$ cat src/ss_pkg.sv
/*
 * Shared widths, opcodes and stage records for the three-way pipeline.
 * Instruction format: op[15:12] rd[11:9] rs1[8:6] rs2[5:3] imm[5:0].
 * The immediate is sign-extended for addi and zero-extended as an
 * absolute instruction index for bnz. Way 0 is always the oldest.
 */
`default_nettype none

package ss_pkg;

	localparam int WAYS  = 3;  // instructions per bundle
	localparam int XLEN  = 16;
	localparam int PC_W  = 8;  // instruction index, not a byte address
	localparam int REG_W = 3;

	typedef logic [XLEN-1:0]  data_t;
	typedef logic [PC_W-1:0]  pc_t;
	typedef logic [REG_W-1:0] reg_idx_t;
	typedef logic [15:0]      instr_t;

	typedef enum logic [3:0] {
		OP_NOP  = 4'h0,
		OP_ADD  = 4'h1,
		OP_SUB  = 4'h2,
		OP_ADDI = 4'h3,
		OP_BNZ  = 4'h4,  // taken when rs1 != 0
		OP_HALT = 4'h5
	} opcode_e;

	typedef instr_t [WAYS-1:0] bundle_t;  // index 0 = oldest

	typedef struct packed {
		logic   valid;
		pc_t    pc;
		instr_t instr;
	} fetch_slot_t;

	typedef struct packed {
		logic     valid;
		pc_t      pc;
		opcode_e  op;
		reg_idx_t rd;
		reg_idx_t rs1;
		reg_idx_t rs2;
		data_t    rs1_val;  // as read in decode, before forwarding
		data_t    rs2_val;
		data_t    imm;
	} issue_slot_t;

	typedef struct packed {
		logic     valid;
		pc_t      pc;
		logic     wr_en;
		reg_idx_t rd;
		data_t    data;
		logic     stop;  // set on the halt commit
	} commit_t;

	typedef struct packed {
		logic valid;
		pc_t  target;
		logic stop;
	} redirect_t;

	typedef struct packed {
		logic valid;
		pc_t  pc;  // first rejected way, refetched from here
	} replay_t;

endpackage

`default_nettype wire

$ cat src/decode_stage.sv
/*
 * Field decode, in-bundle hazard check and operand read.
 * A way is issued only if all older ways are issued and it reads no
 * rd written by an older way of the same bundle (r0 excluded).
 * The first rejected way is reported as a replay; ways from it onward
 * are refetched. A redirect turns the whole decode/execute register
 * into bubbles.
 */
`timescale 1ns/1ps
`default_nettype none

module decode_stage (
	input  logic                  clock,
	input  logic                  reset,
	input  ss_pkg::fetch_slot_t   slots_in  [ss_pkg::WAYS],
	input  logic                  redirect_valid,
	input  ss_pkg::commit_t       commit    [ss_pkg::WAYS],
	output ss_pkg::replay_t       replay,
	output ss_pkg::issue_slot_t   slots_out [ss_pkg::WAYS]
);
	import ss_pkg::*;

	issue_slot_t     dec [WAYS];
	logic [WAYS-1:0] uses_rs1;
	logic [WAYS-1:0] uses_rs2;
	logic [WAYS-1:0] writes_rd;
	logic [WAYS-1:0] accept;
	logic            older_ok;
	logic            hazard;
	reg_idx_t        rd_idx  [2*WAYS];
	data_t           rd_data [2*WAYS];

	// two read ports per way, rs1 then rs2
	always_comb begin
		for (int w = 0; w < WAYS; w++) begin
			rd_idx[2*w]   = slots_in[w].instr[8:6];
			rd_idx[2*w+1] = slots_in[w].instr[5:3];
		end
	end

	reg_file u_reg_file (
		.clock   (clock),
		.reset   (reset),
		.wr      (commit),
		.rd_idx  (rd_idx),
		.rd_data (rd_data)
	);

	////////////////////
	// decode and hazard check
	always_comb begin
		for (int w = 0; w < WAYS; w++) begin
			dec[w].pc      = slots_in[w].pc;
			dec[w].op      = opcode_e'(slots_in[w].instr[15:12]);
			dec[w].rd      = slots_in[w].instr[11:9];
			dec[w].rs1     = rd_idx[2*w];
			dec[w].rs2     = rd_idx[2*w+1];
			dec[w].rs1_val = rd_data[2*w];
			dec[w].rs2_val = rd_data[2*w+1];
			if (dec[w].op == OP_ADDI)
				dec[w].imm = data_t'(signed'(slots_in[w].instr[5:0]));
			else
				dec[w].imm = data_t'(slots_in[w].instr[5:0]);  // bnz target
			uses_rs1[w]  = dec[w].op inside {OP_ADD, OP_SUB, OP_ADDI, OP_BNZ};
			uses_rs2[w]  = dec[w].op inside {OP_ADD, OP_SUB};
			writes_rd[w] = dec[w].op inside {OP_ADD, OP_SUB, OP_ADDI};
		end

		older_ok = 1'b1;
		for (int w = 0; w < WAYS; w++) begin
			hazard = 1'b0;
			for (int j = 0; j < w; j++) begin
				if (accept[j] && writes_rd[j] && dec[j].rd != '0 &&
						((uses_rs1[w] && dec[j].rd == dec[w].rs1) ||
						 (uses_rs2[w] && dec[j].rd == dec[w].rs2)))
					hazard = 1'b1;
			end
			accept[w]    = older_ok && slots_in[w].valid && !hazard;
			older_ok     = accept[w];
			dec[w].valid = accept[w];
		end

		replay = '0;
		for (int w = WAYS-1; w >= 0; w--) begin  // oldest rejected way last
			if (slots_in[w].valid && !accept[w]) begin
				replay.valid = 1'b1;
				replay.pc    = slots_in[w].pc;
			end
		end
	end

	////////////////////
	// decode/execute register
	always_ff @(posedge clock) begin
		for (int w = 0; w < WAYS; w++) begin
			slots_out[w] <= dec[w];
			if (!reset || redirect_valid)
				slots_out[w].valid <= 1'b0;
		end
	end

endmodule

`default_nettype wire

$ cat src/exec_stage.sv
/*
 * Forwarding, ALUs, branch and halt resolution, execute/writeback reg.
 * Operands are forwarded only from this stage's own output register;
 * older results come through the register file write-through.
 * The oldest taken bnz or halt redirects fetch and squashes the younger
 * ways of its bundle. nop, bnz and halt commit with data 0.
 */
`timescale 1ns/1ps
`default_nettype none

module exec_stage (
	input  logic                  clock,
	input  logic                  reset,
	input  ss_pkg::issue_slot_t   slots_in [ss_pkg::WAYS],
	output ss_pkg::redirect_t     redirect,
	output ss_pkg::commit_t       commit   [ss_pkg::WAYS]
);
	import ss_pkg::*;

	data_t           op_a   [WAYS];
	data_t           op_b   [WAYS];
	data_t           result [WAYS];
	logic [WAYS-1:0] fires;  // taken bnz or halt
	logic            squash;
	commit_t         nxt    [WAYS];

	////////////////////
	// forwarding and ALUs
	always_comb begin
		for (int w = 0; w < WAYS; w++) begin
			op_a[w] = slots_in[w].rs1_val;
			op_b[w] = slots_in[w].rs2_val;
			for (int c = 0; c < WAYS; c++) begin  // youngest match wins
				if (commit[c].valid && commit[c].wr_en && commit[c].rd != '0) begin
					if (commit[c].rd == slots_in[w].rs1)
						op_a[w] = commit[c].data;
					if (commit[c].rd == slots_in[w].rs2)
						op_b[w] = commit[c].data;
				end
			end

			case (slots_in[w].op)
				OP_ADD:  result[w] = op_a[w] + op_b[w];
				OP_SUB:  result[w] = op_a[w] - op_b[w];
				OP_ADDI: result[w] = op_a[w] + slots_in[w].imm;
				default: result[w] = '0;
			endcase

			fires[w] = slots_in[w].valid &&
				((slots_in[w].op == OP_BNZ && op_a[w] != '0) ||
				 slots_in[w].op == OP_HALT);
		end
	end

	////////////////////
	// redirect and squash
	always_comb begin
		redirect = '0;
		squash   = 1'b0;
		for (int w = 0; w < WAYS; w++) begin
			nxt[w].valid = slots_in[w].valid && !squash;
			nxt[w].pc    = slots_in[w].pc;
			nxt[w].wr_en = slots_in[w].op inside {OP_ADD, OP_SUB, OP_ADDI};
			nxt[w].rd    = slots_in[w].rd;
			nxt[w].data  = result[w];
			nxt[w].stop  = (slots_in[w].op == OP_HALT);
			if (fires[w] && !squash) begin
				squash          = 1'b1;  // younger ways dropped
				redirect.valid  = 1'b1;
				redirect.stop   = nxt[w].stop;
				redirect.target = nxt[w].stop ? slots_in[w].pc :
					slots_in[w].imm[PC_W-1:0];
			end
		end
	end

	// execute/writeback register
	always_ff @(posedge clock) begin
		for (int w = 0; w < WAYS; w++) begin
			commit[w] <= nxt[w];
			if (!reset)
				commit[w].valid <= 1'b0;
		end
	end

endmodule

`default_nettype wire

$ cat src/fetch_unit.sv
/*
 * Program counter and fetch/decode register.
 * imem_data must hold the words at imem_addr..imem_addr+2 in the same
 * cycle; there is no handshake and fetch never stalls.
 * A redirect with stop set halts fetch until reset.
 */
`timescale 1ns/1ps
`default_nettype none

module fetch_unit (
	input  logic                  clock,
	input  logic                  reset,
	input  ss_pkg::redirect_t     redirect,
	input  ss_pkg::replay_t       replay,
	output ss_pkg::pc_t           imem_addr,
	input  ss_pkg::bundle_t       imem_data,
	output ss_pkg::fetch_slot_t   slots [ss_pkg::WAYS]
);
	import ss_pkg::*;

	pc_t  pc;
	pc_t  next_pc;
	logic stopped;  // sticky after halt
	logic drop;     // current bundle is discarded

	assign imem_addr = pc;
	assign drop      = redirect.valid || replay.valid || stopped;

	always_comb begin
		if (redirect.valid)
			next_pc = redirect.target;
		else if (replay.valid)
			next_pc = replay.pc;  // refetch rejected ways
		else if (stopped)
			next_pc = pc;
		else
			next_pc = pc + pc_t'(WAYS);
	end

	always_ff @(posedge clock) begin
		if (!reset) begin
			pc      <= '0;
			stopped <= 1'b0;
		end else begin
			pc      <= next_pc;
			stopped <= stopped | (redirect.valid & redirect.stop);
		end
	end

	////////////////////
	// fetch/decode register
	always_ff @(posedge clock) begin
		for (int w = 0; w < WAYS; w++) begin
			slots[w].pc    <= pc + pc_t'(w);
			slots[w].instr <= imem_data[w];
			slots[w].valid <= !drop;
			if (!reset)
				slots[w].valid <= 1'b0;
		end
	end

endmodule

`default_nettype wire

$ cat src/reg_file.sv
/*
 * Eight-entry register file, three write ports and six read ports.
 * Reads see a write of the same cycle. With several writes to one
 * register the highest way wins. r0 reads zero; reset clears all.
 */
`timescale 1ns/1ps
`default_nettype none

module reg_file (
	input  logic                clock,
	input  logic                reset,
	input  ss_pkg::commit_t     wr     [ss_pkg::WAYS],
	input  ss_pkg::reg_idx_t    rd_idx [2*ss_pkg::WAYS],
	output ss_pkg::data_t       rd_data [2*ss_pkg::WAYS]
);
	import ss_pkg::*;

	data_t regs [2**REG_W];

	always_ff @(posedge clock) begin
		if (!reset) begin
			for (int r = 0; r < 2**REG_W; r++)
				regs[r] <= '0;
		end else begin
			for (int w = 0; w < WAYS; w++) begin  // later ways override
				if (wr[w].valid && wr[w].wr_en && wr[w].rd != '0)
					regs[wr[w].rd] <= wr[w].data;
			end
		end
	end

	// write-through, youngest way last
	always_comb begin
		for (int p = 0; p < 2*WAYS; p++) begin
			rd_data[p] = regs[rd_idx[p]];
			for (int w = 0; w < WAYS; w++) begin
				if (wr[w].valid && wr[w].wr_en && wr[w].rd == rd_idx[p])
					rd_data[p] = wr[w].data;
			end
			if (rd_idx[p] == '0)
				rd_data[p] = '0;  // r0 hardwired
		end
	end

endmodule

`default_nettype wire

$ cat src/ss_pipeline.sv
/*
 * Top level of the four-stage, three-way in-order pipeline.
 * imem is a combinational three-word read port at imem_addr.
 * commit shows the retired ways each cycle, way 0 oldest.
 * halted rises the edge after a halt commits and holds until reset.
 */
`timescale 1ns/1ps
`default_nettype none

module ss_pipeline (
	input  logic              clock,
	input  logic              reset,
	output ss_pkg::pc_t       imem_addr,
	input  ss_pkg::bundle_t   imem_data,
	output ss_pkg::commit_t   commit [ss_pkg::WAYS],
	output logic              halted
);
	import ss_pkg::*;

	fetch_slot_t fd_slots [WAYS];  // fetch/decode
	issue_slot_t de_slots [WAYS];  // decode/execute
	redirect_t   redirect;
	replay_t     replay;

	fetch_unit u_fetch (
		.clock     (clock),
		.reset     (reset),
		.redirect  (redirect),
		.replay    (replay),
		.imem_addr (imem_addr),
		.imem_data (imem_data),
		.slots     (fd_slots)
	);

	decode_stage u_decode (
		.clock          (clock),
		.reset          (reset),
		.slots_in       (fd_slots),
		.redirect_valid (redirect.valid),
		.commit         (commit),
		.replay         (replay),
		.slots_out      (de_slots)
	);

	exec_stage u_exec (
		.clock    (clock),
		.reset    (reset),
		.slots_in (de_slots),
		.redirect (redirect),
		.commit   (commit)
	);

	always_ff @(posedge clock) begin
		if (!reset)
			halted <= 1'b0;
		else
			for (int w = 0; w < WAYS; w++)
				if (commit[w].valid && commit[w].stop)
					halted <= 1'b1;  // sticky
	end

endmodule

`default_nettype wire

$ cat config.mk
export PLATFORM = sky130hd
export DESIGN_NAME = ss_pipeline
export DESIGN_NICKNAME = d
export VERILOG_FILES = /design/src/ss_pkg.sv /design/src/decode_stage.sv /design/src/exec_stage.sv /design/src/fetch_unit.sv /design/src/reg_file.sv /design/src/ss_pipeline.sv
export SDC_FILE = /design/constraint.sdc
export NUM_CORES = 2
export LEC_CHECK = 0
export ABC_CLOCK_PERIOD_IN_PS = 6960
export BUFFER_PORTS_ARGS = -buffer_cell sky130_fd_sc_hd__buf_2
export CAP_MARGIN = 10
export CORE_MARGIN = 3
export CORE_UTILIZATION = 45
export DETAILED_ROUTE_END_ITERATION = 12
export PLACE_DENSITY_LB_ADDON = 0.3
export SLEW_MARGIN = 0
export SYNTH_ARGS = -nofsm -noshare
export SYNTH_HDL_FRONTEND = slang
export SYNTH_SLANG_ARGS = --single-unit
$ cat constraint.sdc
create_clock -name clock -period 6.96 [get_ports clock]
set_input_delay 0.348 -clock clock [delete_from_list [all_inputs] [get_ports clock]]
set_output_delay 0.348 -clock clock [all_outputs]
set_load 0.01 [all_outputs]
### Word-level counts from Yosys, hierarchy flattened

Memory sizes are Yosys's and may differ from the RTL's. A register that Yosys moved wholly into a read port is not among the register bits.
Cells that the tools add are included.

| word-level totals | value |
|---|---|
| memories kept | 1 |
| RAM bits | 128 |
| word-level logic and storage cells | 336 |
| bits of input ports | 50 |
| flip-flop bits (word level) | 356 |
| output and inout bits | 99 |

Memories:

| memory | words | bits a word | rd ports | clocked after Yosys merged registers in | write ports | RTL line | source |
|---|---|---|---|---|---|---|---|
| u_decode.u_reg_file.regs | 8 | 16 | 6 | 6 | 8 | reg_file.sv:18 | `data_t regs [2**REG_W];` |

| operators by class | value |
|---|---|
| add/subtract/negate cells | 12 |
| eq/ne operators | 69 |
| reduce and logical (&&, ||, !) cells | 99 |
| bitwise logic cells | 2 |
| mux-type cells | 95 |

Operators by type and width:

| operator | number |
|---|---|
| 16-bit two-way mux | 57 |
| 16-bit one-hot mux with 3 select lines | 3 |
| 3-bit equality test | 42 |
| 16-bit adder | 6 |
| 1-bit logical AND | 55 |
| 4-bit by 2-bit equality test with 1-bit output, second input constant | 12 |
| 8-bit two-way mux | 6 |
| 16-bit nonzero test | 3 |
| 16-bit OR reduction | 3 |
| 16-bit subtractor | 3 |
| 3-bit nonzero test | 11 |
| 4-bit by 3-bit equality test with 1-bit output, second input constant | 8 |
| 10-bit two-way mux | 3 |
| 4-bit by 1-bit equality test with 1-bit output, second input constant | 6 |
| 1-bit two-way mux | 21 |
| 3-bit logical NOT | 6 |
| 9-bit two-way mux | 2 |
| 8-bit by 2-bit adder with 8-bit output, second input constant | 2 |
| 1-bit logical OR | 9 |
| 3-bit two-way mux | 3 |
| 8-bit by 1-bit adder with 8-bit output, second input constant | 1 |
| 1-bit logical NOT | 8 |
| 4-bit nonzero test | 2 |
| 2-bit nonzero test | 2 |
| 3 further kinds | 3 |

### Longest topological paths before layout

| depth | value |
|---|---|
| word-level depth | 21 |
| depth in mapped cells | 25 |

### Cells and area by module

From an unflattened synthesis, not the netlist that was laid out.

| unflattened totals | value |
|---|---|
| cell total of the unflattened synthesis | 3712 |
| area, all modules | 32895.3 µm² |

Modules (own cells, without submodules):

| module | instances | area each (µm²) | cells an instance |
|---|---|---|---|
| reg_file | 1 | 16120.5 | 1866 |
| exec_stage | 1 | 10005.8 | 1358 |
| decode_stage | 1 | 4364.2 | 296 |
| fetch_unit | 1 | 2364.8 | 188 |
| ss_pipeline | 1 | 40.0 | 4 |

### Least setup slack after synthesis

No wires, ideal clock.

| timing path | value |
|---|---|
| path type | reg2reg |
| start point | register u_exec.commit[77] (netlist name) |
| end point | register u_exec.commit[75] (netlist name) |
| stages on the path, launching flop included | 25 |
| arrival | 4909 ps |
| path slack | 1923 ps |
| setup time | 128 ps |
| required time | 6832 ps |
| period minus slack after synthesis | 5037 ps |
| cells stage by stage | dfxtp_1 -> buf_2 -> o311a_1 -> buf_2 -> and4_1 -> clkbuf_1 -> buf_1 -> a211oi_1 -> o31ai_1 -> inv_1 -> ha_1 -> or3_1 -> a21oi_1 -> a211oi_1 -> ha_1 -> a21o_1 -> a21oi_1 -> o21bai_1 -> a21oi_1 -> o21bai_1 -> a211oi_1 -> o21ai_0 -> a41oi_1 -> xor2_1 -> nor2_1 |

| on the way | value |
|---|---|
| cells in the longest elaborated chain, start to end | 9 |
| elaborated cells on any way between the ends | 20 |
| classes of those cells | add/sub: 3; eq/ne: 2; mux: 13; reduce/logical: 2 |

RTL lines:

| what | RTL line | source |
|---|---|---|
| 3-bit equality test (tied with other cells) | exec_stage.sv:35 | `if (commit[c].rd == slots_in[w].rs1)` |
| 16-bit two-way mux (tied with other cells) | exec_stage.sv:35 |  |
| 16-bit two-way mux | exec_stage.sv:34 | `if (commit[c].valid && commit[c].wr_en && commit[c].rd != '0) begin` |
| 16-bit two-way mux (on tied branches) | exec_stage.sv:35, exec_stage.sv:37 |  |
| 16-bit two-way mux | exec_stage.sv:34 |  |
| 16-bit two-way mux (on tied branches) | exec_stage.sv:35, exec_stage.sv:37 |  |
| 16-bit two-way mux | exec_stage.sv:34 |  |
| 16-bit adder (tied with other cells) | exec_stage.sv:45 | `OP_ADDI: result[w] = op_a[w] + slots_in[w].imm;` |
| 16-bit one-hot mux with 3 select lines * | exec_stage.sv:42 | `case (slots_in[w].op)` |

Every way passes the cells marked *; elsewhere a longest branch is shown, timed or not.
A chain may end at the register's enable or synchronous reset.

### Worst setup path in the final report

| timing path | value |
|---|---|
| start point | register u_decode.slots_out[188] (netlist bit) |
| end point | register u_exec.commit[75] (netlist name) |

| on the way | value |
|---|---|
| cells in the longest elaborated chain, start to end | 9 |
| elaborated cells on any way between the ends | 12 |
| classes of those cells | add/sub: 2; eq/ne: 3; mux: 7 |

RTL lines:

| what | RTL line | source |
|---|---|---|
| start, declared | decode_stage.sv:19 | `output ss_pkg::issue_slot_t slots_out [ss_pkg::WAYS]` |
| start signal, assigned by index | decode_stage.sv:96 | `slots_out[w] <= dec[w];` |
| 3-bit equality test | exec_stage.sv:37 | `if (commit[c].rd == slots_in[w].rs2)` |
| 16-bit two-way mux | exec_stage.sv:37 |  |
| 16-bit two-way mux | exec_stage.sv:34 |  |
| 16-bit two-way mux | exec_stage.sv:37 |  |
| 16-bit two-way mux | exec_stage.sv:34 |  |
| 16-bit two-way mux | exec_stage.sv:37 |  |
| 16-bit two-way mux * | exec_stage.sv:34 |  |
| 16-bit subtractor or 16-bit adder (tied branches) | exec_stage.sv:44, exec_stage.sv:43 |  |
| 16-bit one-hot mux with 3 select lines * | exec_stage.sv:42 |  |

Marks and branches as above.

==> results.cfg <==
[worst_hold_path]
hold_depth = 3
worst_hold_path.endpoint = u_fetch.imem_addr[2]
holdCritPathClass = in2reg
hp-start = reset

[cts]
clkTransAtPathRegs_ns = 0.07
clk-insertion-delay-late_ns = 0.61
tritoncts = yes
clock_sinks = 472
cts_max_path_buffers = 3
root_buffer = clkbuf_16
h-tree-depth = 2
cts_made_buffers = 52
post_cts_buffers = 0

[logic_synthesis]
synth-seq-area-share = 0.335
synthCells = 3453
yosys_warnings = 0
synth_cell_types = 81
synth_ff_type = dfxtp_1
syn_area_um2 = 32000
async_flop_share = 0
synth.avg_cell_area_um2 = 9.26
synth_edf_count = 128
synth_seq_cells = 472

[timing]
slew_headroom = 0.0783
rsz0062_at_grt = false
fin_setup_tns_ns = 0
setup_viol = 0
fin_crit_sh = 0.800
period_needed_ns = 5.57
timing.fmax_mhz = 180
finalHoldViolCount = 0
worst_clock_skew_ns = 0.0154
maxSlewViolCount = 0
worst_pin_slew_ns = 1.38

[final_layout]
seq_area_um2 = 10800
multi_input_comb_area_um2 = 19900
num-fill-cells = 6357
layoutNonFillerInstCount = 4467
area_growth_pct = 12.5
nets = 3594
layout-drive-gt1-share = 0.184
postLayoutCoreUtil = 0.512

[grt]
grt_usage = 0.371
grt_overflow = 0
grt_pass1_vias = 28400
antenna_found_initial = 6
grt_max_degree = 40
grt_pass1_wl_um = 202000

[detailed_routing]
wl_per_cell_um = 31.9
ant_nets = 0
num_vias = 31000
remaining_drc_errors = 0
drt_pre_antenna_iters = 6
routed_wirelength_um = 142000
vias_per_cell = 6.95
drt_iter0_drc = 4620

[floorplanning]
die-area_um2 = 74300
core_area_um2 = 70300
die_w_um = 273
ios = 149
die_h_um = 273
num_rows = 97
start_util = 0.455

[critical_path]
path_common_cell = a21oi_1
start_kind = register
r2r_end = u_exec.commit[75]
end_kind = register
reg2regPathDepth = 20
crit_family = compound AO/OA/AOI/OAI gates
path_cells = xnor2_1 > and4_1 > mux2i_1 > a211oi_1 > a21oi_1 > ha_1 > or3_1 > a21oi_1 > a211oi_1 > ha_1 > a21o_1 > a21oi_1 > o21bai_1 > a21oi_1 > o21bai_1 > a211oi_1 > o21ai_0 > a41oi_1 > xor2_1 > nor2_1
slowest_stage = and4_1
cp_num_cells = 20
worst-path-buf-inv = 0
crit_arrival_ns = 6.07
worst-r2r-setup-slack_ns = 1.39
r2r-start = u_decode.slots_out[188]
path_class = reg2reg
required_ns = 7.47
cp_max_fo = 16
cpPeakStageDelay_ns = 0.72

[place]
routabilityCongestion = 1.01
placed_cells = 4323
dpl.hpwl_um = 95800
portBuffers = 148

[pwr]
pwr_density_cell_nw_per_um2 = 235
p_leak_uw = 0.0139
ir_drop_mv = 0.237

[job]
drv_cap = 0

[outcome]
run_status = finished, final reports clean
state kept, by name (all words and copies together) (netlist names):
| signal | count |
|---|---|
| halted | 1 |
| u_decode.slots_out | 173 |
| u_decode.u_reg_file.regs | 128 |
| u_exec.commit | 89 |
| u_fetch.imem_addr | 8 |
| u_fetch.slots | 72 |
| u_fetch.stopped | 1 |
synthesized netlist by cell type, types with 45 or more instances:
cell / count / area share
dfxtp_1: 344 / 0.22
clkbuf_1: 302 / 0.035
nor3_1: 58 / 0.0091
a211oi_1: 250 / 0.059
a221oi_1: 77 / 0.021
a21oi_1: 242 / 0.038
inv_1: 45 / 0.0053
ha_1: 56 / 0.022
xnor2_1: 103 / 0.028
xor2_1: 76 / 0.021
nand2_1: 214 / 0.025
o31ai_1: 60 / 0.014
nor2_1: 435 / 0.051
mux4_2: 192 / 0.14
buf_1: 54 / 0.0063
o21ai_0: 123 / 0.019
edfxtp_1: 128 / 0.12
a22oi_1: 89 / 0.021
mux2i_1: 158 / 0.049
cells by family after synthesis:
group / after synthesis / share of synthesized area
other cells: 1 / 0.000117
mux: 361 / 0.189
buf+inv: 418 / 0.0502
compound gates: 1016 / 0.217
fa+ha+maj: 59 / 0.0238
simple gates: 946 / 0.135
xor+xnor: 180 / 0.0495
flops: 472 / 0.335
what timing repair did:
action,CTS,global route
hold endpoints to repair,48,0
resized for setup,0,0
hold buffers,48,0
setup endpoints to repair,0,0
cell usage in the layout, fill, tap and decap left out, types with 17 or more instances in the layout:
master,synthesis,final
xnor2_1,103,103
dfxtp_1,344,327
nor2_1,435,426
a221oi_1,77,77
clkbuf_16,0,56
nor4_1,29,19
dlygate4sd3_1,0,48
xor2_1,76,76
a211oi_1,250,250
ha_1,56,56
o31ai_1,60,60
a21o_1,27,27
nand3_1,35,35
dfxtp_2,0,17
and3_1,17,17
mux4_2,192,192
buf_4,2,139
inv_1,45,45
edfxtp_1,128,128
nand2_1,214,214
o21ai_0,123,122
mux2i_1,158,158
nand4_1,32,32
and2_1,32,32
a21oi_1,242,242
a22oi_1,89,89
nor3_1,58,52
buf_2,10,148
layout make-up:
class / instances / area share
antenna: 2 / 0.000139
multi-input combinational: 2578 / 0.553
tap: 940 / 0.0327
clock buffer: 69 / 0.0412
sequential: 472 / 0.299
clock inverter: 25 / 0.00657
inverter: 46 / 0.00480
timing repair buffer: 335 / 0.0629
how the worst max path moves through the flow:
| stage | from | slack [ns] | endpoint |
|---|---|---|---|
| 2_1_floorplan | u_exec.commit[77] | 1.92 | u_exec.commit[75] |
| 3_3_place_gp | u_decode.slots_out[188] | 1.60 | u_exec.commit[75] |
| 5_1_grt | u_decode.slots_out[188] | 0.95 | u_exec.commit[75] |
| 3_5_place_dp | u_decode.slots_out[188] | 1.49 | u_exec.commit[75] |
| 6_report | u_decode.slots_out[188] | 1.39 | u_exec.commit[75] |
| 4_1_cts | u_decode.slots_out[188] | 1.49 | u_exec.commit[75] |
power by group:
part / total (µW) / switching [µW] / internal (µW) / leakage [µW]
combinational: 2190 / 1360 / 833 / 0.00892
clock: 2830 / 1210 / 1610 / 0.000836
sequential: 3430 / 319 / 3110 / 0.00418
worst register-to-register path, stage by stage, from the launching register on:
cell	delay, ns
dfxtp_1	0.40
xnor2_1	0.65
and4_1	0.72
mux2i_1	0.17
a211oi_1	0.39
a21oi_1	0.12
ha_1	0.23
or3_1	0.37
a21oi_1	0.15
a211oi_1	0.06
ha_1	0.35
a21o_1	0.19
a21oi_1	0.23
o21bai_1	0.10
a21oi_1	0.22
o21bai_1	0.11
a211oi_1	0.31
o21ai_0	0.20
a41oi_1	0.29
xor2_1	0.17
nor2_1	0.05
stage by stage:
stage / hold WS [ns] / total power (µW) / setup slack [ns] / area [µm²]
after floorplan: 0.310 / 4690 / 1.92 / 32000
after global placement: 0.311 / 5520 / 1.60 / 33800
after detailed placement: 0.312 / 5530 / 1.49 / 33800
after CTS: 0.245 / 8340 / 1.49 / 36000
after global routing: 0.267 / 8670 / 0.950 / 36000
final: 0.284 / 8440 / 1.39 / 36000
layer usage:
metal | GRT usage | wire (µm)
met2 | 0.551 | 60200
met1 | 0.458 | 50000
met4 | 0.252 | 11700
met5 | 0 | 55
met3 | 0.123 | 20400
No activity file was read; power rests on OpenSTA's default activity.
